<file path="config.mk">
export PLATFORM = sky130hd
export DESIGN_NAME = ooo_core
export DESIGN_NICKNAME = d
export VERILOG_FILES = /design/src/hw/ooo_pkg.sv /design/src/hw/alu.sv /design/src/hw/issue_stage.sv /design/src/hw/ooo_core.sv /design/src/hw/register_file.sv /design/src/hw/reorder_buffer.sv /design/src/hw/reservation_station.sv
export VERILOG_INCLUDE_DIRS = /design/src /design/src/hw
export SDC_FILE = /design/constraint.sdc
export NUM_CORES = 2
export LEC_CHECK = 0
export ABC_CLOCK_PERIOD_IN_PS = 6400
export BUFFER_PORTS_ARGS = -buffer_cell sky130_fd_sc_hd__buf_2
export CAP_MARGIN = 30
export CORE_UTILIZATION = 41
export DETAILED_ROUTE_END_ITERATION = 16
export PLACE_DENSITY_LB_ADDON = 0.1
export RECOVER_POWER = 100
export SYNTH_ARGS = -nofsm -noshare
export SYNTH_HDL_FRONTEND = slang
export SYNTH_HIERARCHICAL = 1
export SYNTH_SLANG_ARGS = --single-unit
</file>
<file path="constraint.sdc">
create_clock -name clk_100mhz -period 6.4 [get_ports clk_100mhz]
set_input_delay 0.64 -clock clk_100mhz [delete_from_list [all_inputs] [get_ports clk_100mhz]]
set_output_delay 0.64 -clock clk_100mhz [all_outputs]
set_load 0.05 [all_outputs]
</file>
<file path="src/hw/ooo_defines.svh">
`ifndef OOO_DEFINES_SVH
`define OOO_DEFINES_SVH

// datapath width
`define OOO_XLEN 32

// architectural registers x0..x31
`define OOO_NUM_REGS 32

// reorder buffer entries, must stay a power of two
`define OOO_ROB_SIZE 8

// reservation station entries
`define OOO_RS_DEPTH 4

// log2 of OOO_ROB_SIZE
`define OOO_TAG_W 3

`endif

</file>
<file path="src/hw/ooo_pkg.sv">
`include "ooo_defines.svh"

package ooo_pkg;

  // {funct7[5], funct3} of the RV32I integer ops
  typedef enum logic [3:0] {
    ALU_ADD  = 4'b0000,
    ALU_SUB  = 4'b1000,
    ALU_SLL  = 4'b0001,
    ALU_SLT  = 4'b0010,
    ALU_SLTU = 4'b0011,
    ALU_XOR  = 4'b0100,
    ALU_SRL  = 4'b0101,
    ALU_SRA  = 4'b1101,
    ALU_OR   = 4'b0110,
    ALU_AND  = 4'b0111
  } alu_op_e;

  typedef enum logic [6:0] {
    OPC_OP     = 7'b0110011,
    OPC_OP_IMM = 7'b0010011,
    OPC_OTHER  = 7'b0000000 // anything else, dropped at issue
  } opcode_e;

  typedef logic [`OOO_TAG_W-1:0] rob_tag_t;

  // tag is only meaningful while ready is low
  typedef struct packed {
    logic [`OOO_XLEN-1:0] value;
    logic                 ready;
    rob_tag_t             tag;
  } operand_t;

  typedef struct packed {
    logic     valid;
    alu_op_e  op;
    operand_t src1;
    operand_t src2;
    logic [4:0] rd;
    rob_tag_t tag;
  } issue_t;

  typedef struct packed {
    logic                 valid;
    alu_op_e              op;
    logic [`OOO_XLEN-1:0] val1;
    logic [`OOO_XLEN-1:0] val2;
    rob_tag_t             tag;
  } exec_t;

  typedef struct packed {
    logic                 valid;
    rob_tag_t             tag;
    logic [`OOO_XLEN-1:0] value;
  } cdb_t;

  typedef struct packed {
    logic                 valid;
    rob_tag_t             tag;
    logic [4:0]           rd;
    logic [`OOO_XLEN-1:0] value;
  } commit_t;

  typedef struct packed {
    logic [`OOO_XLEN-1:0] value;
    logic                 busy;
    rob_tag_t             tag;
  } rf_read_t;

endpackage

</file>
<file path="src/hw/alu.sv">
`timescale 1ns/100ps
`include "ooo_defines.svh"

module alu import ooo_pkg::*; (
  input  logic  clk_100mhz,
  input  logic  sys_rst,
  input  exec_t i_exec,
  output cdb_t  o_cdb
);

  logic [`OOO_XLEN-1:0] a;
  logic [`OOO_XLEN-1:0] b;
  logic [`OOO_XLEN-1:0] result;
  logic [4:0]           shamt;

  assign a     = i_exec.val1;
  assign b     = i_exec.val2;
  assign shamt = b[4:0]; // only low 5 bits shift

  always_comb begin
    case (i_exec.op)
      ALU_ADD:  result = a + b;
      ALU_SUB:  result = a - b;
      ALU_SLL:  result = a << shamt;
      ALU_SLT:  result = {{(`OOO_XLEN-1){1'b0}}, $signed(a) < $signed(b)};
      ALU_SLTU: result = {{(`OOO_XLEN-1){1'b0}}, a < b};
      ALU_XOR:  result = a ^ b;
      ALU_SRL:  result = a >> shamt;
      ALU_SRA:  result = $signed(a) >>> shamt;
      ALU_OR:   result = a | b;
      ALU_AND:  result = a & b;
      default:  result = '0;
    endcase
  end

  // one cycle from dispatch to broadcast
  always_ff @(posedge clk_100mhz) begin
    o_cdb.tag   <= i_exec.tag;
    o_cdb.value <= result;
    if (sys_rst) begin
      o_cdb.valid <= 1'b0;
    end else begin
      o_cdb.valid <= i_exec.valid;
    end
  end

endmodule

</file>
<file path="src/hw/issue_stage.sv">
`timescale 1ns/100ps
`include "ooo_defines.svh"

module issue_stage import ooo_pkg::*; (
  input  logic                 clk_100mhz,
  input  logic                 sys_rst,
  input  logic                 i_inst_valid,
  input  logic [31:0]          i_inst,
  input  rf_read_t             i_rs1,
  input  rf_read_t             i_rs2,
  input  logic [`OOO_XLEN-1:0] i_rob_val1,
  input  logic [`OOO_XLEN-1:0] i_rob_val2,
  input  logic                 i_rob_done1,
  input  logic                 i_rob_done2,
  input  rob_tag_t             i_tail_tag,
  input  logic                 i_rob_full,
  input  logic                 i_rs_full,
  output logic [4:0]           o_rs1_addr,
  output logic [4:0]           o_rs2_addr,
  output rob_tag_t             o_rob_tag1,
  output rob_tag_t             o_rob_tag2,
  output logic                 o_inst_ready,
  output issue_t               o_issue
);

  opcode_e    opc;
  logic [2:0] funct3;
  logic       alt_bit; // picks SUB / SRA

  // register file first, then a finished rob entry, else wait on the tag
  function automatic operand_t pick_src(rf_read_t rf, logic [`OOO_XLEN-1:0] rob_val,
                                        logic rob_done);
    operand_t src;
    src.tag = rf.tag;
    if (!rf.busy) begin
      src.value = rf.value;
      src.ready = 1'b1;
    end else if (rob_done) begin
      src.value = rob_val;
      src.ready = 1'b1;
    end else begin
      src.value = '0;
      src.ready = 1'b0;
    end
    return src;
  endfunction

  assign funct3 = i_inst[14:12];
  assign o_rs1_addr = i_inst[19:15];
  assign o_rs2_addr = i_inst[24:20];
  assign o_rob_tag1 = i_rs1.tag; // look up the producer in the rob
  assign o_rob_tag2 = i_rs2.tag;
  assign o_inst_ready = !i_rob_full && !i_rs_full;

  always_comb begin
    case (i_inst[6:0])
      OPC_OP:     opc = OPC_OP;
      OPC_OP_IMM: opc = OPC_OP_IMM;
      default:    opc = OPC_OTHER;
    endcase
  end

  // ADDI has no subtract form, only SRAI uses bit 30 on the immediate side
  always_comb begin
    if (opc == OPC_OP) begin
      alt_bit = i_inst[30] && (funct3 == 3'b000 || funct3 == 3'b101);
    end else begin
      alt_bit = i_inst[30] && (funct3 == 3'b101);
    end
  end

  always_comb begin
    o_issue.valid = i_inst_valid && o_inst_ready && (opc != OPC_OTHER);
    o_issue.op    = alu_op_e'({alt_bit, funct3});
    o_issue.src1  = pick_src(i_rs1, i_rob_val1, i_rob_done1);
    if (opc == OPC_OP_IMM) begin
      o_issue.src2.value = {{(`OOO_XLEN-12){i_inst[31]}}, i_inst[31:20]};
      o_issue.src2.ready = 1'b1;
      o_issue.src2.tag   = '0;
    end else begin
      o_issue.src2 = pick_src(i_rs2, i_rob_val2, i_rob_done2);
    end
    o_issue.rd  = i_inst[11:7];
    o_issue.tag = i_tail_tag;
  end

  a_no_issue_when_full: assert property (@(posedge clk_100mhz) disable iff (sys_rst)
    o_issue.valid |-> !i_rob_full && !i_rs_full);

endmodule

</file>
<file path="src/hw/ooo_core.sv">
`timescale 1ns/100ps
`include "ooo_defines.svh"

module ooo_core import ooo_pkg::*; (
  input  logic        clk_100mhz,
  input  logic        sys_rst,
  input  logic        i_inst_valid,
  input  logic [31:0] i_inst,
  output logic        o_inst_ready,
  output commit_t     o_commit
);

  logic [4:0]           rs1_addr, rs2_addr;
  rf_read_t             rs1_rd, rs2_rd;
  rob_tag_t             rob_tag1, rob_tag2;
  logic [`OOO_XLEN-1:0] rob_val1, rob_val2;
  logic                 rob_done1, rob_done2;
  rob_tag_t             tail_tag;
  logic                 rob_full, rs_full;
  issue_t               issue;
  exec_t                exec;
  cdb_t                 cdb;

  issue_stage issue_i (
    .clk_100mhz(clk_100mhz), .sys_rst(sys_rst),
    .i_inst_valid(i_inst_valid), .i_inst(i_inst),
    .i_rs1(rs1_rd), .i_rs2(rs2_rd),
    .i_rob_val1(rob_val1), .i_rob_val2(rob_val2),
    .i_rob_done1(rob_done1), .i_rob_done2(rob_done2),
    .i_tail_tag(tail_tag), .i_rob_full(rob_full), .i_rs_full(rs_full),
    .o_rs1_addr(rs1_addr), .o_rs2_addr(rs2_addr),
    .o_rob_tag1(rob_tag1), .o_rob_tag2(rob_tag2),
    .o_inst_ready(o_inst_ready), .o_issue(issue)
  );

  register_file regfile_i (
    .clk_100mhz(clk_100mhz), .sys_rst(sys_rst),
    .i_rs1_addr(rs1_addr), .i_rs2_addr(rs2_addr),
    .i_issue(issue), .i_commit(o_commit),
    .o_rs1(rs1_rd), .o_rs2(rs2_rd)
  );

  reorder_buffer rob_i (
    .clk_100mhz(clk_100mhz), .sys_rst(sys_rst),
    .i_issue(issue), .i_cdb(cdb), .i_tag1(rob_tag1), .i_tag2(rob_tag2),
    .o_val1(rob_val1), .o_val2(rob_val2), .o_done1(rob_done1), .o_done2(rob_done2),
    .o_tail_tag(tail_tag), .o_full(rob_full), .o_commit(o_commit)
  );

  reservation_station rs_i (
    .clk_100mhz(clk_100mhz), .sys_rst(sys_rst),
    .i_issue(issue), .i_cdb(cdb),
    .o_full(rs_full), .o_exec(exec)
  );

  alu alu_i (
    .clk_100mhz(clk_100mhz), .sys_rst(sys_rst),
    .i_exec(exec), .o_cdb(cdb)
  );

endmodule

</file>
<file path="src/hw/register_file.sv">
`timescale 1ns/100ps
`include "ooo_defines.svh"

module register_file import ooo_pkg::*; (
  input  logic       clk_100mhz,
  input  logic       sys_rst,
  input  logic [4:0] i_rs1_addr,
  input  logic [4:0] i_rs2_addr,
  input  issue_t     i_issue,
  input  commit_t    i_commit,
  output rf_read_t   o_rs1,
  output rf_read_t   o_rs2
);

  logic [`OOO_XLEN-1:0]     regs_q [`OOO_NUM_REGS];
  logic [`OOO_NUM_REGS-1:0] busy_q;
  rob_tag_t                 tags_q [`OOO_NUM_REGS];

  function automatic rf_read_t read_port(logic [4:0] addr);
    rf_read_t rd_val;
    if (addr == 5'd0) begin
      rd_val = '0; // x0 is hardwired
    end else begin
      rd_val.value = regs_q[addr];
      rd_val.busy  = busy_q[addr];
      rd_val.tag   = tags_q[addr];
    end
    return rd_val;
  endfunction

  assign o_rs1 = read_port(i_rs1_addr);
  assign o_rs2 = read_port(i_rs2_addr);

  always_ff @(posedge clk_100mhz) begin
    // rename tag, valid only while busy
    if (i_issue.valid && i_issue.rd != 5'd0) begin
      tags_q[i_issue.rd] <= i_issue.tag;
    end

    if (sys_rst) begin
      busy_q <= '0;
      for (int r = 0; r < `OOO_NUM_REGS; r++) begin
        regs_q[r] <= '0;
      end
    end else begin
      if (i_commit.valid && i_commit.rd != 5'd0) begin
        regs_q[i_commit.rd] <= i_commit.value;
        // a younger rename keeps the register busy
        if (tags_q[i_commit.rd] == i_commit.tag) begin
          busy_q[i_commit.rd] <= 1'b0;
        end
      end
      // issue after commit so a same-cycle rename wins
      if (i_issue.valid && i_issue.rd != 5'd0) begin
        busy_q[i_issue.rd] <= 1'b1;
      end
    end
  end

endmodule

</file>
<file path="src/hw/reorder_buffer.sv">
`timescale 1ns/100ps
`include "ooo_defines.svh"

module reorder_buffer import ooo_pkg::*; (
  input  logic                 clk_100mhz,
  input  logic                 sys_rst,
  input  issue_t               i_issue,
  input  cdb_t                 i_cdb,
  input  rob_tag_t             i_tag1,
  input  rob_tag_t             i_tag2,
  output logic [`OOO_XLEN-1:0] o_val1,
  output logic [`OOO_XLEN-1:0] o_val2,
  output logic                 o_done1,
  output logic                 o_done2,
  output rob_tag_t             o_tail_tag,
  output logic                 o_full,
  output commit_t              o_commit
);

  localparam int CNT_W = `OOO_TAG_W + 1;

  rob_tag_t                 head_q;
  rob_tag_t                 tail_q;
  logic [CNT_W-1:0]         count_q;
  logic [4:0]               rd_q   [`OOO_ROB_SIZE];
  logic [`OOO_XLEN-1:0]     val_q  [`OOO_ROB_SIZE];
  logic [`OOO_ROB_SIZE-1:0] done_q;

  logic     alloc;
  logic     retire;
  rob_tag_t cdb_dist; // distance of the bus tag from head
  logic     cdb_live;

  assign alloc  = i_issue.valid;
  assign retire = o_commit.valid;

  assign o_full     = (count_q == CNT_W'(`OOO_ROB_SIZE));
  assign o_tail_tag = tail_q;

  // operand lookups for busy registers
  assign o_val1  = val_q[i_tag1];
  assign o_val2  = val_q[i_tag2];
  assign o_done1 = done_q[i_tag1];
  assign o_done2 = done_q[i_tag2];

  // head retires the cycle after it went done
  always_comb begin
    o_commit.valid = (count_q != '0) && done_q[head_q];
    o_commit.tag   = head_q;
    o_commit.rd    = rd_q[head_q];
    o_commit.value = val_q[head_q];
  end

  assign cdb_dist = i_cdb.tag - head_q;
  assign cdb_live = (CNT_W'(cdb_dist) < count_q);

  always_ff @(posedge clk_100mhz) begin
    if (alloc) begin
      rd_q[tail_q] <= i_issue.rd;
    end
    if (i_cdb.valid) begin
      val_q[i_cdb.tag] <= i_cdb.value;
    end

    if (sys_rst) begin
      head_q  <= '0;
      tail_q  <= '0;
      count_q <= '0;
      done_q  <= '0;
    end else begin
      if (alloc) begin
        tail_q         <= tail_q + 1'b1;
        done_q[tail_q] <= 1'b0; // fresh entry
      end
      if (i_cdb.valid) begin
        done_q[i_cdb.tag] <= 1'b1;
      end
      if (retire) begin
        head_q <= head_q + 1'b1;
      end
      count_q <= count_q + CNT_W'(alloc) - CNT_W'(retire);
    end
  end

  a_no_overflow: assert property (@(posedge clk_100mhz) disable iff (sys_rst)
    count_q <= CNT_W'(`OOO_ROB_SIZE));

  // a result must land on a live entry exactly once
  a_cdb_tag_live: assert property (@(posedge clk_100mhz) disable iff (sys_rst)
    i_cdb.valid |-> cdb_live && !done_q[i_cdb.tag]);

endmodule

</file>
<file path="src/hw/reservation_station.sv">
`timescale 1ns/100ps
`include "ooo_defines.svh"

module reservation_station import ooo_pkg::*; (
  input  logic   clk_100mhz,
  input  logic   sys_rst,
  input  issue_t i_issue,
  input  cdb_t   i_cdb,
  output logic   o_full,
  output exec_t  o_exec
);

  localparam int IDX_W = $clog2(`OOO_RS_DEPTH);

  logic [`OOO_RS_DEPTH-1:0] busy_q;
  alu_op_e                  op_q   [`OOO_RS_DEPTH];
  operand_t                 src1_q [`OOO_RS_DEPTH];
  operand_t                 src2_q [`OOO_RS_DEPTH];
  rob_tag_t                 tag_q  [`OOO_RS_DEPTH];

  logic [`OOO_RS_DEPTH-1:0] ready_vec;
  logic [IDX_W-1:0]         free_idx;
  logic [IDX_W-1:0]         disp_idx;

  // capture a broadcast result if this operand is waiting on it
  function automatic operand_t snoop(operand_t src, cdb_t cdb);
    operand_t res;
    res = src;
    if (cdb.valid && !src.ready && src.tag == cdb.tag) begin
      res.value = cdb.value;
      res.ready = 1'b1;
    end
    return res;
  endfunction

  assign o_full = &busy_q;

  always_comb begin
    for (int i = 0; i < `OOO_RS_DEPTH; i++) begin
      ready_vec[i] = busy_q[i] && src1_q[i].ready && src2_q[i].ready;
    end
  end

  // scan downwards so the lowest index wins
  always_comb begin
    free_idx = '0;
    disp_idx = '0;
    for (int i = `OOO_RS_DEPTH - 1; i >= 0; i--) begin
      if (!busy_q[i]) free_idx = IDX_W'(i);
      if (ready_vec[i]) disp_idx = IDX_W'(i);
    end
  end

  always_comb begin
    o_exec.valid = |ready_vec; // alu never stalls
    o_exec.op    = op_q[disp_idx];
    o_exec.val1  = src1_q[disp_idx].value;
    o_exec.val2  = src2_q[disp_idx].value;
    o_exec.tag   = tag_q[disp_idx];
  end

  always_ff @(posedge clk_100mhz) begin
    for (int i = 0; i < `OOO_RS_DEPTH; i++) begin
      src1_q[i] <= snoop(src1_q[i], i_cdb);
      src2_q[i] <= snoop(src2_q[i], i_cdb);
    end
    if (i_issue.valid) begin
      op_q[free_idx]   <= i_issue.op;
      src1_q[free_idx] <= snoop(i_issue.src1, i_cdb); // result may arrive this cycle
      src2_q[free_idx] <= snoop(i_issue.src2, i_cdb);
      tag_q[free_idx]  <= i_issue.tag;
    end

    if (sys_rst) begin
      busy_q <= '0;
    end else begin
      if (o_exec.valid) begin
        busy_q[disp_idx] <= 1'b0;
      end
      if (i_issue.valid) begin
        busy_q[free_idx] <= 1'b1;
      end
    end
  end

  a_no_insert_when_full: assert property (@(posedge clk_100mhz) disable iff (sys_rst)
    i_issue.valid |-> !o_full);

endmodule

</file>
**Word level (Yosys, flattened, before mapping)**

Memories as Yosys holds them, arrays and structs flattened. A register that Yosys moved wholly into a read port is not among the register bits.
Index checks and enable logic that the tools add are counted.

- RAM bits: 1732
- Output and inout bits: 42
- Flip-flop bits (word level): 87
- Input bits: 35
- Memories: 8

- $add $sub $neg: 6
- Bitwise gates (word level): 12
- $lt $le $gt $ge: 19
- Equal/unequal tests: 26
- Mux-type cells: 80
- Reduce and logical (&&, ||, !) cells: 66
- Shift operators: 3

Memory list:

| name | words | bits a word | rd ports | clocked after memory_dff | write ports | RTL line | source |
|---|---|---|---|---|---|---|---|
| regfile_i.regs_q | 32 | 32 | 2 | 0 | 32 | register_file.sv:15 | `` logic [`OOO_XLEN-1:0] regs_q [`OOO_NUM_REGS]; `` |
| rob_i.val_q | 8 | 32 | 3 | 1 | 1 | reorder_buffer.sv:26 | `` logic [`OOO_XLEN-1:0] val_q [`OOO_ROB_SIZE]; `` |
| rs_i.src1_q | 4 | 36 | 5 | 0 | 5 | reservation_station.sv:17 | `` operand_t src1_q [`OOO_RS_DEPTH]; `` |
| rs_i.src2_q | 4 | 36 | 5 | 0 | 5 | reservation_station.sv:18 | `` operand_t src2_q [`OOO_RS_DEPTH]; `` |
| regfile_i.tags_q | 32 | 3 | 3 | 0 | 1 | register_file.sv:17 | `` rob_tag_t tags_q [`OOO_NUM_REGS]; `` |
| rob_i.rd_q | 8 | 5 | 1 | 1 | 1 | reorder_buffer.sv:25 | `` logic [4:0] rd_q [`OOO_ROB_SIZE]; `` |
| 2 more memories | - | - | - | - | - | - |  |

Operator list:

| cell | number |
|---|---|
| $mux W33 | 16 |
| $pmux W32 S10 | 1 |
| $mux W32 | 5 |
| $mux W36 | 3 |
| $and A32 B32 Y32 | 2 |
| $lt A32 B32 Y1 | 2 |
| $or A32 B32 Y32 | 2 |
| $logic_and A1 B1 Y1 | 42 |
| $eq A3 B3 Y1 | 11 |
| $add A32 B32 Y32 | 1 |
| $not A32 Y32 | 1 |
| $reduce_or A32 Y1 | 1 |
| $shl A32 B5 Y32 | 1 |
| $shr A32 B5 Y32 | 1 |
| $sshr A32 B5 Y32 | 1 |
| $sub A32 B32 Y32 | 1 |
| $xor A32 B32 Y32 | 1 |
| $lt A5 B6 Y1 const B | 4 |
| $mux W1 | 24 |
| $mux W8 | 3 |
| $lt A3 B4 Y1 const B | 5 |
| $eq A4 B3 Y1 const B | 4 |
| $mux W2 | 8 |
| $eq A4 B4 Y1 const B | 3 |
| other kinds (39) | 69 |

**Depth between registers and ports, before layout**

An unclocked memory read counts as a cell.

- Word-level depth: 17
- Depth in mapped cells: 21
- Mapped depth without buffers: 16

**Hierarchy**

Netlist, hierarchy kept.

Modules (own cells, without submodules):

| module | cells each | times used | area each (um^2) |
|---|---|---|---|
| register_file | 3758 | 1 | 61632.9 |
| reorder_buffer | 797 | 1 | 16091.7 |
| reservation_station | 1038 | 1 | 15275.9 |
| alu | 1301 | 1 | 9165.0 |
| issue_stage | 275 | 1 | 1453.9 |

**Least setup slack after synthesis**

OpenSTA, ideal clock, no wires.

- Path type: in2reg
- Start: in i_inst[20]
- End: mem rs_i/src2_q[0][15] in the netlist's numbering (data pin)
- Data required time: 6140 ps
- Stages: 20
- Path slack: 650 ps
- Buffers on the path: 9
- Setup time: 260 ps
- Arrival: 5490 ps
- Cell sequence: buf_4 clkbuf_1 buf_2 buf_1 mux4_2 mux4_2 mux2i_1 nor2_1 buf_4 buf_4 buf_4 mux4_2 mux2_2 nand3b_1 nand2b_1 nor4_4 nand2b_1 clkbuf_2 buf_4 mux2_2

RTL lines:

| element | RTL line | source |
|---|---|---|
| start, declared | ooo_core.sv:8 | `input logic [31:0] i_inst,` |
| end, declared | reservation_station.sv:18 |  |

==> run summary <==
RUN STATUS
--------------------------------------------------------------------------------------------------
Status                                                                                finished, violations left
Violations in the final reports                                                       DRC, capacitance limit, slew limit

WORST SETUP PATH
--------------------------------------------------------------------------------------------------
CP arrival                                                                                 7.00 ns
Worst reg-to-reg path cell count                                                                 7
Data required time of the worst path                                                       7.14 ns
Highest-delay cell along the critical path                                                  nor2_1
Largest fanout on the critical path                                                             41
Cells along the critical path                                                         mux4_2 > mux2_1 > nor2b_1 > nand2_1 > nor2_1 > buf_4 > and2_1
Worst setup SP type                                                                       register
Nature of the critical path endpoint                                                      register
Delay of the slowest cell on the worst path                                                2.42 ns
Kind of critical path                                                                 register to register

GRT
--------------------------------------------------------------------------------------------------
First-pass GRT wire length                                                               527000 um
Number of antenna violations at the first check in global routing                               28
Largest net degree at the start of global routing                                              104
Number of global-route vias before repair                                                    67079
Global routing usage summed across all routing layers                                        29.2%
Residual overflow from global routing                                                            0

DETAILED ROUTING
--------------------------------------------------------------------------------------------------
Drc violations                                                                                  19
Routed via count                                                                             67044
Average via count per standard cell                                                           6.32
Detailed-routing iteration count for the pre-antenna-repair pass                                12
Routed length per instance                                                                 35.4 um
First DRT Iteration DRCs                                                                      7793
Total wirelength of the detailed-routed design                                           375000 um
Remaining antenna violation count                                                                0

STA
--------------------------------------------------------------------------------------------------
Final setup skew                                                                         0.0732 ns
Setup slack after layout                                                                  0.146 ns
Setup TNS                                                                                     0 ns
Transition time of the tightest slew-check pin                                             3.31 ns
Hold violation total from the final report                                                       0
Upper clock frequency limit                                                                160 MHz
Crit path time final                                                                       6.25 ns
Setup repair after global routing missed its margin                                             no
Post-route fraction of the period consumed by the critical path                              97.7%
Worst max-slew margin expressed relative to the limit                                        -121%
Final number of max-transition violations                                                     1967
Endpoints failing setup                                                                          0

RUN
--------------------------------------------------------------------------------------------------
Total of max-cap violations                                                                     83

PLACE
--------------------------------------------------------------------------------------------------
HPWL after DPL                                                                           241000 um
Number of port buffers                                                                          76
Post-Place Cells                                                                             10203
Placer congestion estimate                                                                   0.917
Worst setup slack before clock tree synthesis                                             0.941 ns

FINISH
--------------------------------------------------------------------------------------------------
Finished Layout Cells                                                                        10609
Share of post-route cells with drive strength above 1                                        26.1%
Sequential cell area                                                                    0.0539 mm2
Synthesis-to-finish area growth                                                              10.4%
Area of the multi-input gates                                                           0.0465 mm2
Nets                                                                                          7215
Layout fillers                                                                               22258

SYNTHESIS
--------------------------------------------------------------------------------------------------
Post-synthesis xor/xnor area fraction                                                       0.473%
Asr flop ratio synth                                                                            0%
Sequential area share after synthesis                                                        52.0%
Post-Syn Instances                                                                            7169
Share of synthesized cell area in full adder, half adder and majority cells                  1.33%
Main combinational cell family by area after synthesis                                multiplexers
Commonest register cell after synthesis                                                   edfxtp_1
Avg Cell Area, Syn                                                                        14.5 um2
Number of synthesized flops with an enable pin                                                1732
Distinct cell type count of the synthesized netlist                                            108
Synthesized-area fraction occupied by ao, oa, aoi and oai cells                              5.68%
Netlist area before placement                                                            0.104 mm2
Synth Register Bits                                                                           1825
Synth Area in Simple Gates                                                                   10.4%
Number of synthesis warnings                                                                     6
Multiplexer share of the synthesized area                                                    26.6%

POWER
--------------------------------------------------------------------------------------------------
Overall power                                                                              27.4 mW
Power per cell area                                                                     240 mW/mm2
Leakage power of the design                                                                38.6 nW
Worst supply voltage drop on vdd                                                          0.254 mV

FLOORPLAN
--------------------------------------------------------------------------------------------------
Number of ports placed on the die boundary                                                      77
Overall die width                                                                           505 um
Core area                                                                                0.251 mm2
Std cell rows                                                                                  184
DIE AREA                                                                                 0.255 mm2
Die span in y                                                                               505 um
Initial standard-cell utilization of the core                                                41.2%

CLOCKING
--------------------------------------------------------------------------------------------------
Sinks on Clock Net                                                                            1825
H-tree Lvls                                                                                      4
Resized Gates After CTS                                                                          0
Insertion delay of the later-clocked pin in the worst-skew pair                            0.90 ns
Clock transition time at the flip-flop clock pins of the worst setup and hold paths        0.06 ns
Number of clock buffers inserted by TritonCTS                                                  209
Setup Fix Bufs, Post-CTS                                                                         0
Clock buffer depth                                                                               3
TritonCTS clock tree                                                                          done
Cell at the root of the clock tree                                                       clkbuf_16

HOLD PATH
--------------------------------------------------------------------------------------------------
Worst min-delay path category                                                         input port to register
Hold Crit Depth                                                                                  3

-- layout by cell type (no fill, tap or decap), types with 19 or more instances in the layout --
| cell | n |
|---|---|
| o31ai_1 | 20 |
| ha_1 | 105 |
| clkbuf_1 | 155 |
| nor2b_1 | 51 |
| a211oi_1 | 49 |
| xnor2_1 | 32 |
| nand2_1 | 230 |
| buf_2 | 40 |
| conb_1 | 35 |
| xor2_1 | 24 |
| buf_12 | 23 |
| mux2_2 | 291 |
| mux4_2 | 962 |
| a2111oi_0 | 22 |
| nand2b_1 | 31 |
| inv_1 | 142 |
| edfxtp_1 | 1732 |
| clkinv_1 | 48 |
| nor2_1 | 346 |
| o21ai_0 | 128 |
| clkinv_2 | 46 |
| a21oi_1 | 262 |
| mux2i_1 | 152 |
| and2_0 | 400 |
| a21o_1 | 19 |
| and2_1 | 603 |
| o211ai_1 | 23 |
| buf_4 | 134 |
| a221o_1 | 70 |
| clkbuf_2 | 35 |
| dfxtp_1 | 90 |
| nor3_1 | 55 |
| nand3_1 | 108 |
| clkbuf_16 | 209 |
| o21ai_1 | 33 |
| mux2_1 | 94 |
| o21bai_1 | 23 |
| a221oi_1 | 23 |
| o22ai_1 | 23 |
-- final cells by class --
type	instances	area share, %
sequential	1825	47.1
multi-input combinational	4528	40.7
clock buffer	261	4.82
tap	3348	3.66
timing repair buffer	356	2.10
clock inverter	129	1.12
inverter	152	0.499
antenna	10	0.0219
-- Yosys cell counts (all sizes together), types with 19 or more instances --
cell type / number / share of area, %
a211oi: 49 / 0.36
nand2b: 35 / 0.21
o22ai: 24 / 0.15
dfxtp: 93 / 1.8
ha: 105 / 1.3
inv: 150 / 0.54
o21bai: 37 / 0.27
o31ai: 25 / 0.18
a2111oi: 22 / 0.22
mux2i: 152 / 1.5
nor2b: 52 / 0.32
a221o: 75 / 0.72
nor2: 363 / 1.3
o21ai: 163 / 0.79
nor3: 58 / 0.28
buf: 260 / 1.4
mux2: 386 / 4.2
xnor2: 32 / 0.27
clkbuf: 438 / 1.6
and2: 1003 / 6.1
a221oi: 24 / 0.22
xor2: 24 / 0.20
nand2: 230 / 0.83
nand3: 109 / 0.53
mux4: 962 / 21
edfxtp: 1732 / 50
o211ai: 23 / 0.18
a21oi: 262 / 1.3
a21o: 19 / 0.14
-- per-layer routing --
metal	global-route usage, %	up-vias	share of wire, %
met2	47.7	3012	48
met4	9.27	8	3.3
li1	-	27767	-
met1	39.7	35638	41
met3	4.83	619	7.7
met5	0	-	0.014
-- stage by stage --
stage | util [%] | hold WS (ns) | area [um2]
final | 45.5 | 0.285 | 114000
after global routing | 45.5 | 0.278 | 114000
after CTS | 46.0 | 0.0957 | 116000
after detailed placement | 43.3 | 0.462 | 109000
after global placement | 43.2 | 0.474 | 109000
after floorplan | - | 0.448 | 104000
-- sequential cells by signal, summed over array words and instances, names as in the netlist, named ones only --
register,flops
alu_i/o_cdb,36
regfile_i/busy_q,32
regfile_i/regs_q,1024
regfile_i/tags_q,96
rob_i/count_q,4
rob_i/done_q,8
rob_i/head_q,3
rob_i/o_tail_tag,3
rob_i/rd_q,40
rob_i/val_q,256
rs_i/busy_q,4
rs_i/op_q,16
rs_i/src1_q,144
rs_i/src2_q,144
rs_i/tag_q,12
-- path summary, 6_finish.rpt --
check	startpoint	end	slack (ns)
max	register	regfile_i/regs_q[22][26]$_SDFFCE_PN0P_	0.15
min reg2reg	rs_i/tag_q[0][1]$_DFFE_PP_	alu_i/o_cdb[33]$_DFF_P_	0.47
max reg2reg	register	regfile_i/regs_q[22][26]$_SDFFCE_PN0P_	0.15
min	i_inst[30]	rs_i/op_q[3][3]$_DFFE_PP_	0.29
-- repair_timing --
item | 4_1_cts | 5_1_grt
hold buffers | 3 | 0
endpoints found under the hold margin | 12 | 0
endpoints found under the setup margin | 0 | 0
-- power by group --
| group | internal (mW) | switching (mW) |
|---|---|---|
| Clock | 6.71 | 5.25 |
| Combinational | 0.876 | 1.23 |
| Sequential | 13.2 | 0.123 |
-- cells by family (layout without fill, tap and decap cells) --
| kind of cell | Yosys count | count (layout) |
|---|---|---|
| AOI/OAI and AO/OA | 864 | 864 |
| xor gates and xnor gates | 56 | 56 |
| adders and majority gates | 108 | 108 |
| buffers and inverters | 850 | 898 |
| DFF | 1825 | 1825 |
| muxes | 1500 | 1500 |
| other | 1 | 45 |
| and+or+nand+nor | 1965 | 1965 |
-- worst max-delay path: cells and delay by family (launching register included) --
| family | cells | cell delay [ns] |
|---|---|---|
| muxes | 2 | 1.25 |
| and+or+nand+nor | 4 | 3.41 |
| buffers and inverters | 1 | 0.51 |
| DFF | 1 | 0.81 |
Power figures use the tool's default switching activity.
